## src/rtl/audio_pkg.sv

```systemverilog
package audio_pkg;

	typedef logic signed [15:0] sample_t;

	// arithmetic right shift applied to a sample
	typedef logic [3:0] atten_t;

	typedef struct packed {
		sample_t left;
		sample_t right;
	} stereo_t;

endpackage

```

## src/rtl/sound_pkg.sv

```systemverilog
package sound_pkg;

	// offsets inside the 16-byte window
	localparam logic [3:0] PORT_MIX_INDEX  = 4'h4;
	localparam logic [3:0] PORT_MIX_DATA   = 4'h5;
	localparam logic [3:0] PORT_DSP_RESET  = 4'h6;
	localparam logic [3:0] PORT_DSP_READ   = 4'hA;
	localparam logic [3:0] PORT_DSP_WRITE  = 4'hC;
	localparam logic [3:0] PORT_DSP_STATUS = 4'hE;

	// mixer register indices
	localparam logic [7:0] MIX_RESET    = 8'h00;
	localparam logic [7:0] MIX_VOICE    = 8'h04;
	localparam logic [7:0] MIX_STEREO   = 8'h0E;
	localparam logic [7:0] MIX_MASTER   = 8'h22;
	localparam logic [7:0] MIX_SYNTH    = 8'h26;
	localparam logic [7:0] MIX_CD       = 8'h28;
	localparam logic [7:0] MIX_LINE     = 8'h2E;
	localparam logic [7:0] MIX_MASTER_L = 8'h30;
	localparam logic [7:0] MIX_MASTER_R = 8'h31;
	localparam logic [7:0] MIX_VOICE_L  = 8'h32;
	localparam logic [7:0] MIX_VOICE_R  = 8'h33;
	localparam logic [7:0] MIX_SYNTH_L  = 8'h34;
	localparam logic [7:0] MIX_SYNTH_R  = 8'h35;
	localparam logic [7:0] MIX_CD_L     = 8'h36;
	localparam logic [7:0] MIX_CD_R     = 8'h37;
	localparam logic [7:0] MIX_LINE_L   = 8'h38;
	localparam logic [7:0] MIX_LINE_R   = 8'h39;
	localparam logic [7:0] MIX_SPK      = 8'h3B;
	localparam logic [7:0] MIX_IRQ_SEL  = 8'h80;
	localparam logic [7:0] MIX_IRQ_STAT = 8'h82;

	localparam logic [7:0] DSP_CMD_DAC     = 8'h10;
	localparam logic [7:0] DSP_CMD_SPK_ON  = 8'hD1;
	localparam logic [7:0] DSP_CMD_SPK_OFF = 8'hD3;
	localparam logic [7:0] DSP_CMD_VERSION = 8'hE1;
	localparam logic [7:0] DSP_CMD_IRQ     = 8'hF2;

	localparam logic [7:0] DSP_RESET_REPLY   = 8'hAA;
	localparam logic [7:0] DSP_VERSION_MAJOR = 8'h04;
	localparam logic [7:0] DSP_VERSION_MINOR = 8'h05;

	typedef logic [4:0] vol_level_t; // 31 = loudest

	// one mixer data byte, seen as two nibbles or one 5-bit level
	typedef union packed {
		struct packed {
			logic [3:0] left;
			logic [3:0] right;
		} pro;
		struct packed {
			vol_level_t level;
			logic [2:0] rsvd;
		} sb16;
	} vol_byte_u;

	// nibble to level, top bit repeated into the lsb
	function automatic vol_level_t pro_level(input logic [3:0] nib);
		return {nib, nib[3]};
	endfunction

endpackage
```

## src/rtl/io_bus_if.sv

```systemverilog
`timescale 1ns/100ps

// decoded host strobes, already qualified by cs
interface io_bus_if;

	logic       rd;
	logic       wr;
	logic [3:0] addr;
	logic [7:0] wdata;

	modport host (
		output rd,
		output wr,
		output addr,
		output wdata
	);

	modport dev (
		input rd,
		input wr,
		input addr,
		input wdata
	);

endinterface

```

## src/rtl/sound_card.sv

```systemverilog
`timescale 1ns/100ps

module sound_card #(
	parameter int TICK_HZ  = 1000000,
	parameter int RESET_US = 3
) (
	input  logic        clk,
	input  logic        rst_n,
	input  logic        cs,
	input  logic [3:0]  address,
	input  logic        read,
	input  logic        write,
	input  logic [7:0]  writedata,
	output logic [7:0]  readdata,
	input  logic [27:0] clock_rate,
	input  logic [15:0] fm_sample_l,
	input  logic [15:0] fm_sample_r,
	output logic        irq_5,
	output logic        irq_7,
	output logic        irq_10,
	output logic [15:0] sample_l,
	output logic [15:0] sample_r,
	output logic [4:0]  vol_master_l,
	output logic [4:0]  vol_master_r,
	output logic [4:0]  vol_cd_l,
	output logic [4:0]  vol_cd_r,
	output logic [4:0]  vol_line_l,
	output logic [4:0]  vol_line_r,
	output logic [1:0]  vol_spk
);

	import sound_pkg::*;
	import audio_pkg::*;

	logic       sb_read;
	logic       tick;
	logic [7:0] dsp_rdata;
	logic [7:0] mix_rdata;
	logic       dsp_irq;
	logic [2:0] irq_sel;
	sample_t    dac_sample;
	vol_level_t vol_voice_l, vol_voice_r;
	vol_level_t vol_synth_l, vol_synth_r;
	stereo_t    dsp_st, fm_st, mix_st;

	io_bus_if bus ();

	assign sb_read   = read & cs;
	assign bus.rd    = sb_read;
	assign bus.wr    = write & cs;
	assign bus.addr  = address;
	assign bus.wdata = writedata;

	// sampled on the read pulse, held until the next one
	always_ff @(posedge clk) begin
		if (!rst_n)
			readdata <= 8'h00;
		else if (sb_read)
			readdata <= (address == PORT_MIX_INDEX || address == PORT_MIX_DATA) ?
			            mix_rdata : dsp_rdata;
	end

	tick_gen #(.TICK_HZ(TICK_HZ)) tick_gen0 (
		.clk(clk), .rst_n(rst_n), .clock_rate(clock_rate), .tick(tick)
	);

	sound_dsp #(.RESET_US(RESET_US)) sound_dsp0 (
		.clk(clk), .rst_n(rst_n), .tick(tick), .bus(bus),
		.rdata(dsp_rdata), .irq(dsp_irq), .dac_sample(dac_sample)
	);

	sound_mixer_regs sound_mixer_regs0 (
		.clk(clk), .rst_n(rst_n), .bus(bus), .irq_pending(dsp_irq),
		.rdata(mix_rdata), .irq_sel(irq_sel),
		.vol_master_l(vol_master_l), .vol_master_r(vol_master_r),
		.vol_voice_l(vol_voice_l), .vol_voice_r(vol_voice_r),
		.vol_synth_l(vol_synth_l), .vol_synth_r(vol_synth_r),
		.vol_cd_l(vol_cd_l), .vol_cd_r(vol_cd_r),
		.vol_line_l(vol_line_l), .vol_line_r(vol_line_r),
		.vol_spk(vol_spk)
	);

	assign irq_5  = dsp_irq & irq_sel[0];
	assign irq_7  = dsp_irq & irq_sel[1];
	assign irq_10 = dsp_irq & irq_sel[2];

	assign dsp_st = '{left: dac_sample, right: dac_sample}; // mono DAC on both sides
	assign fm_st  = '{left: fm_sample_l, right: fm_sample_r};

	sample_mixer sample_mixer0 (
		.clk(clk), .dsp(dsp_st), .fm(fm_st),
		.atten_dsp_l(atten_t'(4'd15 - vol_voice_l[4:1])),
		.atten_dsp_r(atten_t'(4'd15 - vol_voice_r[4:1])),
		.atten_fm_l(atten_t'(4'd15 - vol_synth_l[4:1])),
		.atten_fm_r(atten_t'(4'd15 - vol_synth_r[4:1])),
		.mix(mix_st)
	);

	assign sample_l = mix_st.left;
	assign sample_r = mix_st.right;

endmodule

```

## src/rtl/sample_mixer.sv

```systemverilog
`timescale 1ns/100ps

module sample_mixer (
	input  logic               clk,
	input  audio_pkg::stereo_t dsp,
	input  audio_pkg::stereo_t fm,
	input  audio_pkg::atten_t  atten_dsp_l,
	input  audio_pkg::atten_t  atten_dsp_r,
	input  audio_pkg::atten_t  atten_fm_l,
	input  audio_pkg::atten_t  atten_fm_r,
	output audio_pkg::stereo_t mix
);

	import audio_pkg::*;

	sample_t dsp_l;
	sample_t dsp_r;
	sample_t fm_l;
	sample_t fm_r;

	// halves keep the sum inside 16 bits
	function automatic sample_t half_sum(input sample_t a, input sample_t b);
		return (a >>> 1) + (b >>> 1);
	endfunction

	// stage 1, volume as a shift
	always_ff @(posedge clk) begin
		dsp_l <= dsp.left >>> atten_dsp_l;
		dsp_r <= dsp.right >>> atten_dsp_r;
		fm_l  <= fm.left >>> atten_fm_l;
		fm_r  <= fm.right >>> atten_fm_r;
	end

	// stage 2
	always_ff @(posedge clk) begin
		mix.left  <= half_sum(dsp_l, fm_l);
		mix.right <= half_sum(dsp_r, fm_r);
	end

endmodule

```

## src/rtl/sound_mixer_regs.sv

```systemverilog
`timescale 1ns/100ps

module sound_mixer_regs (
	input  logic                  clk,
	input  logic                  rst_n,
	io_bus_if.dev                 bus,
	input  logic                  irq_pending,
	output logic [7:0]            rdata,
	output logic [2:0]            irq_sel, // one-hot {10, 7, 5}
	output sound_pkg::vol_level_t vol_master_l,
	output sound_pkg::vol_level_t vol_master_r,
	output sound_pkg::vol_level_t vol_voice_l,
	output sound_pkg::vol_level_t vol_voice_r,
	output sound_pkg::vol_level_t vol_synth_l,
	output sound_pkg::vol_level_t vol_synth_r,
	output sound_pkg::vol_level_t vol_cd_l,
	output sound_pkg::vol_level_t vol_cd_r,
	output sound_pkg::vol_level_t vol_line_l,
	output sound_pkg::vol_level_t vol_line_r,
	output logic [1:0]            vol_spk
);

	import sound_pkg::*;

	logic [7:0] index;
	logic       sbpro;
	logic       stereo_en;
	logic       data_wr;
	logic       mix_reset;
	vol_byte_u  wbyte;
	logic [7:0] vol_mask;
	logic [7:0] mix_val;

	assign wbyte     = bus.wdata;
	assign data_wr   = bus.wr && bus.addr == PORT_MIX_DATA;
	assign mix_reset = data_wr && index == MIX_RESET;
	assign vol_mask  = sbpro ? 8'hEE : 8'hFF;

	always_ff @(posedge clk) begin
		if (!rst_n)
			index <= 8'h00;
		else if (bus.wr && bus.addr == PORT_MIX_INDEX)
			index <= bus.wdata;
	end

	always_ff @(posedge clk) begin
		if (!rst_n) begin
			sbpro   <= 1'b0;
			irq_sel <= 3'b001;
		end else if (data_wr && index == MIX_IRQ_SEL) begin
			if (bus.wdata == 8'hAD)
				sbpro <= 1'b1;
			else if (bus.wdata == 8'hAE)
				sbpro <= 1'b0;
			else begin
				case (bus.wdata[3:2])
					2'b10:   irq_sel <= 3'b100;
					2'b01:   irq_sel <= 3'b010;
					default: irq_sel <= 3'b001;
				endcase
			end
		end
	end

	always_ff @(posedge clk) begin
		if (!rst_n || mix_reset) begin
			{vol_master_l, vol_master_r} <= 10'h3FF;
			{vol_voice_l, vol_voice_r}   <= 10'h3FF;
			{vol_synth_l, vol_synth_r}   <= 10'h3FF;
			{vol_cd_l, vol_cd_r}         <= 10'h3FF;
			{vol_line_l, vol_line_r}     <= 10'h3FF;
			vol_spk                      <= 2'd3;
			stereo_en                    <= 1'b0;
		end else if (data_wr) begin
			// stereo pairs, nibble coded
			case (index)
				MIX_STEREO: stereo_en <= bus.wdata[1] & sbpro;
				MIX_VOICE: begin
					vol_voice_l <= pro_level(wbyte.pro.left);
					vol_voice_r <= pro_level(wbyte.pro.right);
				end
				MIX_MASTER: begin
					vol_master_l <= pro_level(wbyte.pro.left);
					vol_master_r <= pro_level(wbyte.pro.right);
				end
				MIX_SYNTH: begin
					vol_synth_l <= pro_level(wbyte.pro.left);
					vol_synth_r <= pro_level(wbyte.pro.right);
				end
				MIX_CD: begin
					vol_cd_l <= pro_level(wbyte.pro.left);
					vol_cd_r <= pro_level(wbyte.pro.right);
				end
				MIX_LINE: begin
					vol_line_l <= pro_level(wbyte.pro.left);
					vol_line_r <= pro_level(wbyte.pro.right);
				end
				default: ;
			endcase
			if (!sbpro) begin // per-channel registers exist on SB16 only
				case (index)
					MIX_MASTER_L: vol_master_l <= wbyte.sb16.level;
					MIX_MASTER_R: vol_master_r <= wbyte.sb16.level;
					MIX_VOICE_L:  vol_voice_l  <= wbyte.sb16.level;
					MIX_VOICE_R:  vol_voice_r  <= wbyte.sb16.level;
					MIX_SYNTH_L:  vol_synth_l  <= wbyte.sb16.level;
					MIX_SYNTH_R:  vol_synth_r  <= wbyte.sb16.level;
					MIX_CD_L:     vol_cd_l     <= wbyte.sb16.level;
					MIX_CD_R:     vol_cd_r     <= wbyte.sb16.level;
					MIX_LINE_L:   vol_line_l   <= wbyte.sb16.level;
					MIX_LINE_R:   vol_line_r   <= wbyte.sb16.level;
					MIX_SPK:      vol_spk      <= wbyte.sb16.level[4:3];
					default: ;
				endcase
			end
		end
	end

	always_comb begin
		mix_val = 8'h00;
		case (index)
			MIX_VOICE:    mix_val = {vol_voice_l[4:1], vol_voice_r[4:1]} & vol_mask;
			MIX_STEREO:   mix_val = {6'd0, stereo_en, 1'b0};
			MIX_MASTER:   mix_val = {vol_master_l[4:1], vol_master_r[4:1]} & vol_mask;
			MIX_SYNTH:    mix_val = {vol_synth_l[4:1], vol_synth_r[4:1]} & vol_mask;
			MIX_CD:       mix_val = {vol_cd_l[4:1], vol_cd_r[4:1]} & vol_mask;
			MIX_LINE:     mix_val = {vol_line_l[4:1], vol_line_r[4:1]} & vol_mask;
			MIX_IRQ_SEL:  mix_val = {4'h0, irq_sel, 1'b0};
			MIX_IRQ_STAT: mix_val = {7'd0, irq_pending};
			default: ;
		endcase
		if (!sbpro) begin
			case (index)
				MIX_MASTER_L: mix_val = {vol_master_l, 3'd0};
				MIX_MASTER_R: mix_val = {vol_master_r, 3'd0};
				MIX_VOICE_L:  mix_val = {vol_voice_l, 3'd0};
				MIX_VOICE_R:  mix_val = {vol_voice_r, 3'd0};
				MIX_SYNTH_L:  mix_val = {vol_synth_l, 3'd0};
				MIX_SYNTH_R:  mix_val = {vol_synth_r, 3'd0};
				MIX_CD_L:     mix_val = {vol_cd_l, 3'd0};
				MIX_CD_R:     mix_val = {vol_cd_r, 3'd0};
				MIX_LINE_L:   mix_val = {vol_line_l, 3'd0};
				MIX_LINE_R:   mix_val = {vol_line_r, 3'd0};
				MIX_SPK:      mix_val = {vol_spk, 6'd0};
				default: ;
			endcase
		end
	end

	assign rdata = (bus.addr == PORT_MIX_INDEX) ? index :
	               (bus.addr == PORT_MIX_DATA)  ? mix_val : 8'h00;

endmodule

```

## src/rtl/sound_dsp.sv

```systemverilog
`timescale 1ns/100ps

module sound_dsp #(
	parameter int RESET_US = 3
) (
	input  logic              clk,
	input  logic              rst_n,
	input  logic              tick,
	io_bus_if.dev             bus,
	output logic [7:0]        rdata,
	output logic              irq,
	output audio_pkg::sample_t dac_sample
);

	import sound_pkg::*;
	import audio_pkg::*;

	localparam int CNT_W = $clog2(RESET_US + 1);

	logic             reset_arm;
	logic             waiting;
	logic [CNT_W-1:0] wait_cnt;
	logic             expect_dac;
	logic             spk_on;
	sample_t          dac_value;

	logic [7:0]       q_data [2];
	logic [1:0]       q_cnt;

	logic             reset_wr;
	logic             dsp_clear;
	logic             cmd_wr;
	logic             ver_cmd;
	logic             push;
	logic             pop;
	logic             stat_rd;

	assign reset_wr  = bus.wr && bus.addr == PORT_DSP_RESET;
	assign dsp_clear = reset_wr && bus.wdata[0];
	assign cmd_wr    = bus.wr && bus.addr == PORT_DSP_WRITE;
	assign ver_cmd   = cmd_wr && !expect_dac && bus.wdata == DSP_CMD_VERSION;
	assign push      = waiting && tick && wait_cnt == CNT_W'(1);
	assign pop       = bus.rd && bus.addr == PORT_DSP_READ && q_cnt != 2'd0;
	assign stat_rd   = bus.rd && bus.addr == PORT_DSP_STATUS;

	// 1 then 0 on the reset port
	always_ff @(posedge clk) begin
		if (!rst_n)
			reset_arm <= 1'b0;
		else if (reset_wr)
			reset_arm <= bus.wdata[0];
	end

	always_ff @(posedge clk) begin
		if (!rst_n || dsp_clear) begin
			waiting    <= 1'b0;
			wait_cnt   <= '0;
			expect_dac <= 1'b0;
			spk_on     <= 1'b0;
			irq        <= 1'b0;
			dac_value  <= '0;
		end else begin
			if (reset_wr && reset_arm) begin // falling edge of the reset bit
				waiting  <= 1'b1;
				wait_cnt <= CNT_W'(RESET_US);
			end else if (waiting && tick) begin
				if (wait_cnt == CNT_W'(1))
					waiting <= 1'b0;
				wait_cnt <= wait_cnt - CNT_W'(1);
			end

			if (cmd_wr) begin
				if (expect_dac) begin
					dac_value  <= {~bus.wdata[7], bus.wdata[6:0], 8'h00}; // unsigned byte to signed
					expect_dac <= 1'b0;
				end else begin
					case (bus.wdata)
						DSP_CMD_DAC:     expect_dac <= 1'b1;
						DSP_CMD_SPK_ON:  spk_on <= 1'b1;
						DSP_CMD_SPK_OFF: spk_on <= 1'b0;
						DSP_CMD_IRQ:     irq <= 1'b1;
						default: ;
					endcase
				end
			end

			if (stat_rd)
				irq <= 1'b0; // status read acknowledges
		end
	end

	// two-entry reply queue, head at index 0
	always_ff @(posedge clk) begin
		if (!rst_n || dsp_clear) begin
			q_cnt <= 2'd0;
		end else if (ver_cmd) begin
			q_data[0] <= DSP_VERSION_MAJOR;
			q_data[1] <= DSP_VERSION_MINOR;
			q_cnt     <= 2'd2;
		end else begin
			case ({push, pop})
				2'b10: begin
					if (q_cnt != 2'd2) begin
						q_data[q_cnt[0]] <= DSP_RESET_REPLY;
						q_cnt            <= q_cnt + 2'd1;
					end
				end
				2'b01: begin
					q_data[0] <= q_data[1];
					q_cnt     <= q_cnt - 2'd1;
				end
				2'b11: begin // count unchanged
					q_data[0] <= (q_cnt == 2'd2) ? q_data[1] : DSP_RESET_REPLY;
					q_data[1] <= DSP_RESET_REPLY;
				end
				default: ;
			endcase
		end
	end

	always_comb begin
		case (bus.addr)
			PORT_DSP_READ:   rdata = (q_cnt != 2'd0) ? q_data[0] : 8'h00;
			PORT_DSP_STATUS: rdata = {q_cnt != 2'd0, 7'd0};
			PORT_DSP_WRITE:  rdata = 8'h00; // never busy
			default:         rdata = 8'h00;
		endcase
	end

	assign dac_sample = spk_on ? dac_value : '0;

endmodule

```

## src/rtl/tick_gen.sv

```systemverilog
`timescale 1ns/100ps

module tick_gen #(
	parameter int TICK_HZ = 1000000
) (
	input  logic        clk,
	input  logic        rst_n,
	input  logic [27:0] clock_rate,
	output logic        tick
);

	logic [27:0] clk_rate;
	logic [27:0] acc;
	logic [27:0] sum;

	always_ff @(posedge clk) clk_rate <= clock_rate; // one register stage on entry

	assign sum = acc + 28'(TICK_HZ);

	always_ff @(posedge clk) begin
		if (!rst_n) begin
			acc  <= '0;
			tick <= 1'b0;
		end else if (sum >= clk_rate) begin
			acc  <= sum - clk_rate; // keep the remainder
			tick <= 1'b1;
		end else begin
			acc  <= sum;
			tick <= 1'b0;
		end
	end

endmodule

```

## config.mk

```make
export PLATFORM = sky130hd
export DESIGN_NAME = sound_card
export DESIGN_NICKNAME = d
export VERILOG_FILES = /design/src/rtl/audio_pkg.sv /design/src/rtl/sound_pkg.sv /design/src/rtl/io_bus_if.sv /design/src/rtl/sound_card.sv /design/src/rtl/sample_mixer.sv /design/src/rtl/sound_mixer_regs.sv /design/src/rtl/sound_dsp.sv /design/src/rtl/tick_gen.sv
export SDC_FILE = /design/constraint.sdc
export NUM_CORES = 1
export LEC_CHECK = 0
export BUFFER_PORTS_ARGS = -buffer_cell sky130_fd_sc_hd__buf_4
export CAP_MARGIN = 40
export CELL_PAD_IN_SITES_DETAIL_PLACEMENT = 1
export CELL_PAD_IN_SITES_GLOBAL_PLACEMENT = 1
export CORE_MARGIN = 2
export CORE_UTILIZATION = 45
export DETAILED_ROUTE_END_ITERATION = 10
export PLACE_DENSITY_LB_ADDON = 0.1
export SYNTH_ARGS = -nofsm -noshare
export SYNTH_HDL_FRONTEND = slang
export SYNTH_SLANG_ARGS = --single-unit
```

## constraint.sdc

```tcl
create_clock -name clk -period 4.2 [get_ports clk]
set_clock_uncertainty 0.1 [all_clocks]
set_input_delay 0.21 -clock clk [delete_from_list [all_inputs] [get_ports clk]]
set_output_delay 0.21 -clock clk [all_outputs]
set_load 0.005 [all_outputs]
```

==> impl_metrics.json, run 1 <==
{
  "gp_congestion": 0.912,
  "drc": 0,
  "initial_core_util_pct": 45.7,
  "track_usage_pct": 27.3,
  "dpl_cell_area_um2": 15000,
  "clock_latency_ps": 560,
  "portBuffers": 149,
  "dieWidth_um": 177,
  "hold_viol_final": 0,
  "required_ps": 4520,
  "yosys-top-cells-count": "243 x dfxtp_1, 163 x nand2_1, 150 x nor2_1",
  "drive_gt1_share_pct": 15.7,
  "cp_max_fo": 12,
  "fin_crit_sh_pct": 93.7,
  "setup_viol": 0,
  "tightest_slew_ps": 949,
  "diodes": 0,
  "intPower_mw": 4.48,
  "cp-end-kind": "flip-flop",
  "dp_worst_setup_slack_ps": 128,
  "seq_area_um2": 4860,
  "die_h_um": 177,
  "max_freq_ghz": 0.254,
  "rsz0062_at_grt": "true",
  "core_area_um2": 29600,
  "vias_per_cell": 5.80,
  "startpoint_type": "flip-flop",
  "cts_sinks": 243,
  "fin_setup_tns_ps": 0,
  "power_density_nw_per_um2": 377,
  "hpwl_mm": 31.0,
  "syn2layout_area_growth_pct": 21.8,
  "avgSynthCellArea_um2": 8.48,
  "ys_async_sr_fraction_pct": 0,
  "cts_max_level": 1,
  "maxCapViolations": 0,
  "synth_enable_flop_cells": 0,
  "gr-total-overflow": 0,
  "grt_pass1_wl_mm": 68.9,
  "pin_count": 152,
  "grt_pass1_vias": 12800,
  "die_area_um2": 31400,
  "ant_nets": 0,
  "synth_cells": 1592,
  "wl_per_cell_um": 19.9,
  "clock-root-buffer": "clkbuf_16",
  "synth_area_leaders": "dfxtp_1 36%, mux2i_1 7.3%, ha_1 6.2%",
  "p_clk_share_pct": 40.5,
  "n_fill_cell": 3485,
  "yosysTopAreaCell": "dfxtp_1",
  "synth.most_common_cell": "dfxtp_1",
  "antenna_found_initial": 0,
  "p_seq_share_pct": 39.5,
  "seq_area_frac_synth_pct": 36.0,
  "synth_cell_types": 75,
  "cts_buffer_depth": 3,
  "drt_first_pass_iters": 6,
  "fp-row-count": 63,
  "status": "finished clean",
  "slew_headroom_pct": 36.6,
  "setup_slack_ps": 263,
  "ys_ff_latch": 243,
  "num_vias": 12600,
  "post-route-min-period_ps": 3940,
  "multi_input_area_um2": 8030,
  "swShare_pct": 27.9,
  "hp-class": "in2reg",
  "drt_iter0_markers": 928,
  "vdd_drop_max_uv": 436,
  "yosysWarnings": 0,
  "postCtsSetupBuffers": 0,
  "cts_tree": "built",
  "numCtsBuffers": 28,
  "worstPathArrival_ps": 4250,
  "wl_met3_mm": 1.86,
  "path_class": "reg2reg",
  "design_area_um2": 16400,
  "p_leak_nw": 7.50,
  "p_sw_mw": 1.73,
  "wl_met1_mm": 17.9,
  "cts.clk_slew.worst_paths_ps": 60,
  "syn_area_um2": 13500,
  "synth_flop_cell": "dfxtp_1",
  "p_comb_share_pct": 19.9,
  "fin_nets": 1903,
  "wl_mm": 43.1,
  "synth_top_area_share_pct": 36.0,
  "synth_nets": 1739,
  "top_layer_used": "met4",
  "wl_met2_mm": 22.1,
  "drv_slew": 0,
  "grt_max_degree": 40
}
worst max-delay path: stages (launching register included):
cell      delay, ps
dfxtp_1         350
a31o_2          290
a31oi_1         290
nor2b_1         120
or2_2           360
nand2_1         110
xnor2_1         150
ha_1            340
and3_1          240
and2_1          210
a221oi_1        260
buf_4           180
nand2b_4         60
o221ai_4        240
buf_6           220
mux2i_1         210
nor2_1           70
layer usage:
| metal | vias up | GRT usage, % |
|---|---|---|
| met5 | - | 0 |
| met4 | 0 | 8.47 |
| met3 | 89 | 2.81 |
| met2 | 315 | 50.1 |
| met1 | 6107 | 33.3 |
| li1 | 6061 | - |
metrics by stage:
stage / cells / hold WS (ps) / power (mW) / util, %
after CTS: 2167 / 2.02 / 6.24 / 55.5
after global routing: 2168 / 48.5 / 6.48 / 55.6
after floorplan: 1592 / 138 / 3.31 / -
after detailed placement: 2073 / 215 / 3.68 / 50.9
after global placement: 2067 / 214 / 3.64 / 50.6
final: 2168 / 10.8 / 6.21 / 55.6
layout by cell type (no fill, tap or decap), types with 17 or more instances in the layout:
cell           synthesis  routed
o21ai_0               87      86
mux2_2                17      17
buf_4                  0     171
dfxtp_1              243     243
clkbuf_16              0      29
nand2_1              163     163
o211ai_1              44      44
nor3_1                44      44
xor2_1                22      22
nor2_1               150     149
nand2b_1              19      19
a31oi_1               18      18
mux2i_1               99      99
nand3_1               38      38
dlygate4sd3_1          0      42
ha_1                  67      67
xnor2_1               45      45
a21oi_1              113     112
inv_1                 68      67
a22oi_1               36      36
final timing paths:
kind	start	cells past startpoint	slack, ps	to
worst min register to register	sound_dsp0.q_data[1][5]	1	370	sound_dsp0.q_data[1][5]
worst max-delay path	tick_gen0.acc[8]	16	260	tick_gen0.acc[23]
worst max register to register	tick_gen0.acc[8]	16	260	tick_gen0.acc[23]
worst min-delay path	address[3]	4	10	sound_dsp0.irq
logic make-up (layout without fill, tap and decap cells):
logic type               after synthesis  count (layout)  synth area share (%)
AO/OA/AOI/OAI                        431             431                  20.9
XOR/XNOR                              67              67                  4.35
adder cells (fa/ha/maj)               70              70                  6.65
buffers and inverters                156             342                  4.57
flip-flops                           243             243                  36.0
multiplexers                         126             126                  10.4
AND/OR/NAND/NOR                      499             499                  17.0
repair_timing:
| action | in CTS | in global routing |
|---|---|---|
| resized for setup | 0 | 3 |
| hold endpoints to repair | 66 | 0 |
| endpoints found under the setup margin | 0 | 28 |
| hold buffers | 42 | 0 |
registers in the layout, indices dropped and copies added, names as in the netlist, 8 cells and up:
| register | count |
|---|---|
| sample_mixer0.mix | 32 |
| tick_gen0.acc | 28 |
| tick_gen0.clk_rate | 28 |
| sample_mixer0.dsp_l | 15 |
| sample_mixer0.fm_l | 15 |
| sample_mixer0.fm_r | 15 |
| sample_mixer0.dsp_r | 14 |
| readdata | 8 |
| sound_dsp0.dac_value | 8 |
| sound_mixer_regs0.index | 8 |
layout make-up:
class                   count  area share, %
inverters                  69           1.57
multi-input cells        1193           48.8
clock inverters            12          0.913
clock buffers              40           4.90
repair buffers            221           11.2
flip-flops and latches    243           29.6
well taps                 390           2.97
power by group through the flow:
| stage | clock [mW] | sequential (mW) | combinational [mW] |
|---|---|---|---|
| 2_1_floorplan | 0 | 2.49 | 0.821 |
| 3_3_place_gp | 0 | 2.50 | 1.14 |
| 3_5_place_dp | 0 | 2.50 | 1.18 |
| 4_1_cts | 2.56 | 2.45 | 1.22 |
| 5_1_grt | 2.66 | 2.46 | 1.36 |
| 6_report | 2.52 | 2.45 | 1.24 |
(Power assumes the default switching activity.)
==> inputs of run 2 (changes only) <==
--- a/config.mk
+++ b/config.mk
@@ -11,7 +11,9 @@
 export CELL_PAD_IN_SITES_GLOBAL_PLACEMENT = 1
 export CORE_MARGIN = 2
 export CORE_UTILIZATION = 45
+export CTS_CLUSTER_DIAMETER = 150
 export DETAILED_ROUTE_END_ITERATION = 10
+export MAX_ROUTING_LAYER = met4
 export PLACE_DENSITY_LB_ADDON = 0.1
 export SYNTH_ARGS = -nofsm -noshare
 export SYNTH_HDL_FRONTEND = slang
==> impl_metrics.json, run 2 (synthesis gave the netlist of run 1 again) <==
{
  "pin_count": 152,
  "status": "finished clean",
  "r2r_cells": 16,
  "mostFrequentLayoutCells": "243 x dfxtp_1, 171 x buf_4, 163 x nand2_1",
  "syn2layout_area_growth_pct": 21.9,
  "drive_gt1_share_pct": 15.7,
  "top_register": "sample_mixer0.mix",
  "fin_crit_sh_pct": 93.6,
  "r2r_start": "tick_gen0.acc[8]",
  "hold_depth": 4,
  "cts_buffer_depth": 3,
  "cts_max_level": 1,
  "fin_nets": 1903,
  "track_usage_pct": 28.1,
  "hold_path.startpoint": "address[3]",
  "worstPathArrival_ps": 4240,
  "numCtsBuffers": 28,
  "dp_worst_setup_slack_ps": 128,
  "dieWidth_um": 177,
  "hold_viol_final": 0,
  "core_area_um2": 29600,
  "path_class": "reg2reg",
  "dpl_cell_area_um2": 15000,
  "vdd_drop_max_uv": 435,
  "required_ps": 4510,
  "p_leak_nw": 7.50,
  "design_area_um2": 16500,
  "portBuffers": 149,
  "setup_viol": 0,
  "gr-total-overflow": 0,
  "initial_core_util_pct": 45.7,
  "setup_slack_ps": 270,
  "cts.clk_slew.worst_paths_ps": 60,
  "post-route-min-period_ps": 3930,
  "startpoint_type": "flip-flop",
  "finish.utilization_pct": 55.7,
  "clock-root-buffer": "clkbuf_16",
  "maxCapViolations": 0,
  "grt_pass1_wl_mm": 69.0,
  "vias_per_cell": 5.78,
  "postCtsSetupBuffers": 0,
  "reg_top3": "sample_mixer0.mix: 32 flops, tick_gen0.acc: 28 flops, tick_gen0.clk_rate: 28 flops",
  "cp-end-kind": "flip-flop",
  "rrSetupSlack_ps": 270,
  "min_to": "sound_dsp0.irq",
  "max_freq_ghz": 0.254,
  "clock_latency_ps": 550,
  "tightest_slew_ps": 924,
  "die_area_um2": 31400,
  "rsz0062_at_grt": "false",
  "fp-row-count": 63,
  "total_power_mw": 6.21,
  "hp-class": "in2reg",
  "fin_setup_tns_ps": 0,
  "power_density_nw_per_um2": 377,
  "ant_nets": 0,
  "wl_mm": 43.1,
  "cts_sinks": 243,
  "die_h_um": 177,
  "largest_reg_flops": 32,
  "gp_congestion": 0.929,
  "final_common_cell": "dfxtp_1",
  "cts_tree": "built",
  "grt_max_degree": 40,
  "slew_headroom_pct": 38.3,
  "hpwl_mm": 31.0,
  "grt_pass1_vias": 12800,
  "drv_slew": 0,
  "rr_endpoint": "tick_gen0.acc[23]",
  "drt_first_pass_iters": 6,
  "diodes": 0,
  "drc": 0,
  "cp_max_fo": 12,
  "drt_iter0_markers": 811,
  "antenna_found_initial": 0,
  "num_vias": 12500,
  "wl_per_cell_um": 19.9
}
==> run 2: changes by cell type in the layout (fill, tap and decap cells not counted) <==
cell     previous run  this run
a31oi_2             0         1
a21oi_2             1         0
a21oi_4             0         1
a31oi_1            18        17
==> run 2: how the worst max path moves through the flow <==
stage                      from           endpoint  slack (ps)  cells past startpoint
3_3_place_gp   tick_gen0.acc[6]  tick_gen0.acc[12]         230                     18
6_report       tick_gen0.acc[8]  tick_gen0.acc[23]         270                     16
4_1_cts        tick_gen0.acc[6]  tick_gen0.acc[23]         100                     19
2_1_floorplan  tick_gen0.acc[6]   tick_gen0.acc[1]         290                     16
5_1_grt        tick_gen0.acc[6]  tick_gen0.acc[23]          10                     19
3_5_place_dp   tick_gen0.acc[6]  tick_gen0.acc[23]         130                     18
==> run 2: layer usage <==
metal	vias to the layer above	global-route usage, %	routed length [µm]
li1	6064	-	-
met2	301	49.9	22100
met4	0	8.71	1250
met3	89	2.79	1640
met1	6085	33.5	18100
met5	-	-	0
==> run 2: stage by stage <==
step           hold WS (ps)  std cells
6_report               14.9       2168
5_1_grt                48.5       2168
4_1_cts                2.02       2167
3_5_place_dp            215       2073
3_3_place_gp            214       2067
2_1_floorplan           138       1592
==> run 2: layout make-up <==
cell class	count	area, µm²
clock buffers	40	806
well taps	390	488
clock inverters	12	150
fillers	3485	13100
inverters	69	259
repair buffers	221	1850
flip-flops and latches	243	4860
multi-input cells	1193	8050
==> run 2: what timing repair did <==
item / 4_1_cts / 5_1_grt
hold endpoints to repair: 66 / 0
gates resized for setup: 0 / 5
setup endpoints to repair: 0 / 28
hold buffers: 42 / 0
==> run 2: critical path, stage by stage, from the launching register on <==
cell and delay [ps]:
dfxtp_1 370, a31o_2 300, a31oi_2 260, nor2b_1 100
or2_2 360, nand2_1 110, xnor2_1 140, ha_1 340
and3_1 240, and2_1 220, a221oi_1 260, buf_4 180
nand2b_4 60, o221ai_4 260, buf_6 220, mux2i_1 210
nor2_1 60
==> run 2: where the power goes <==
part	internal, mW	switching [mW]	total [mW]	leakage (nW)
logic	0.563	0.676	1.24	5.03
clock network	1.52	0.996	2.51	0.476
registers	2.40	0.0584	2.46	2.00
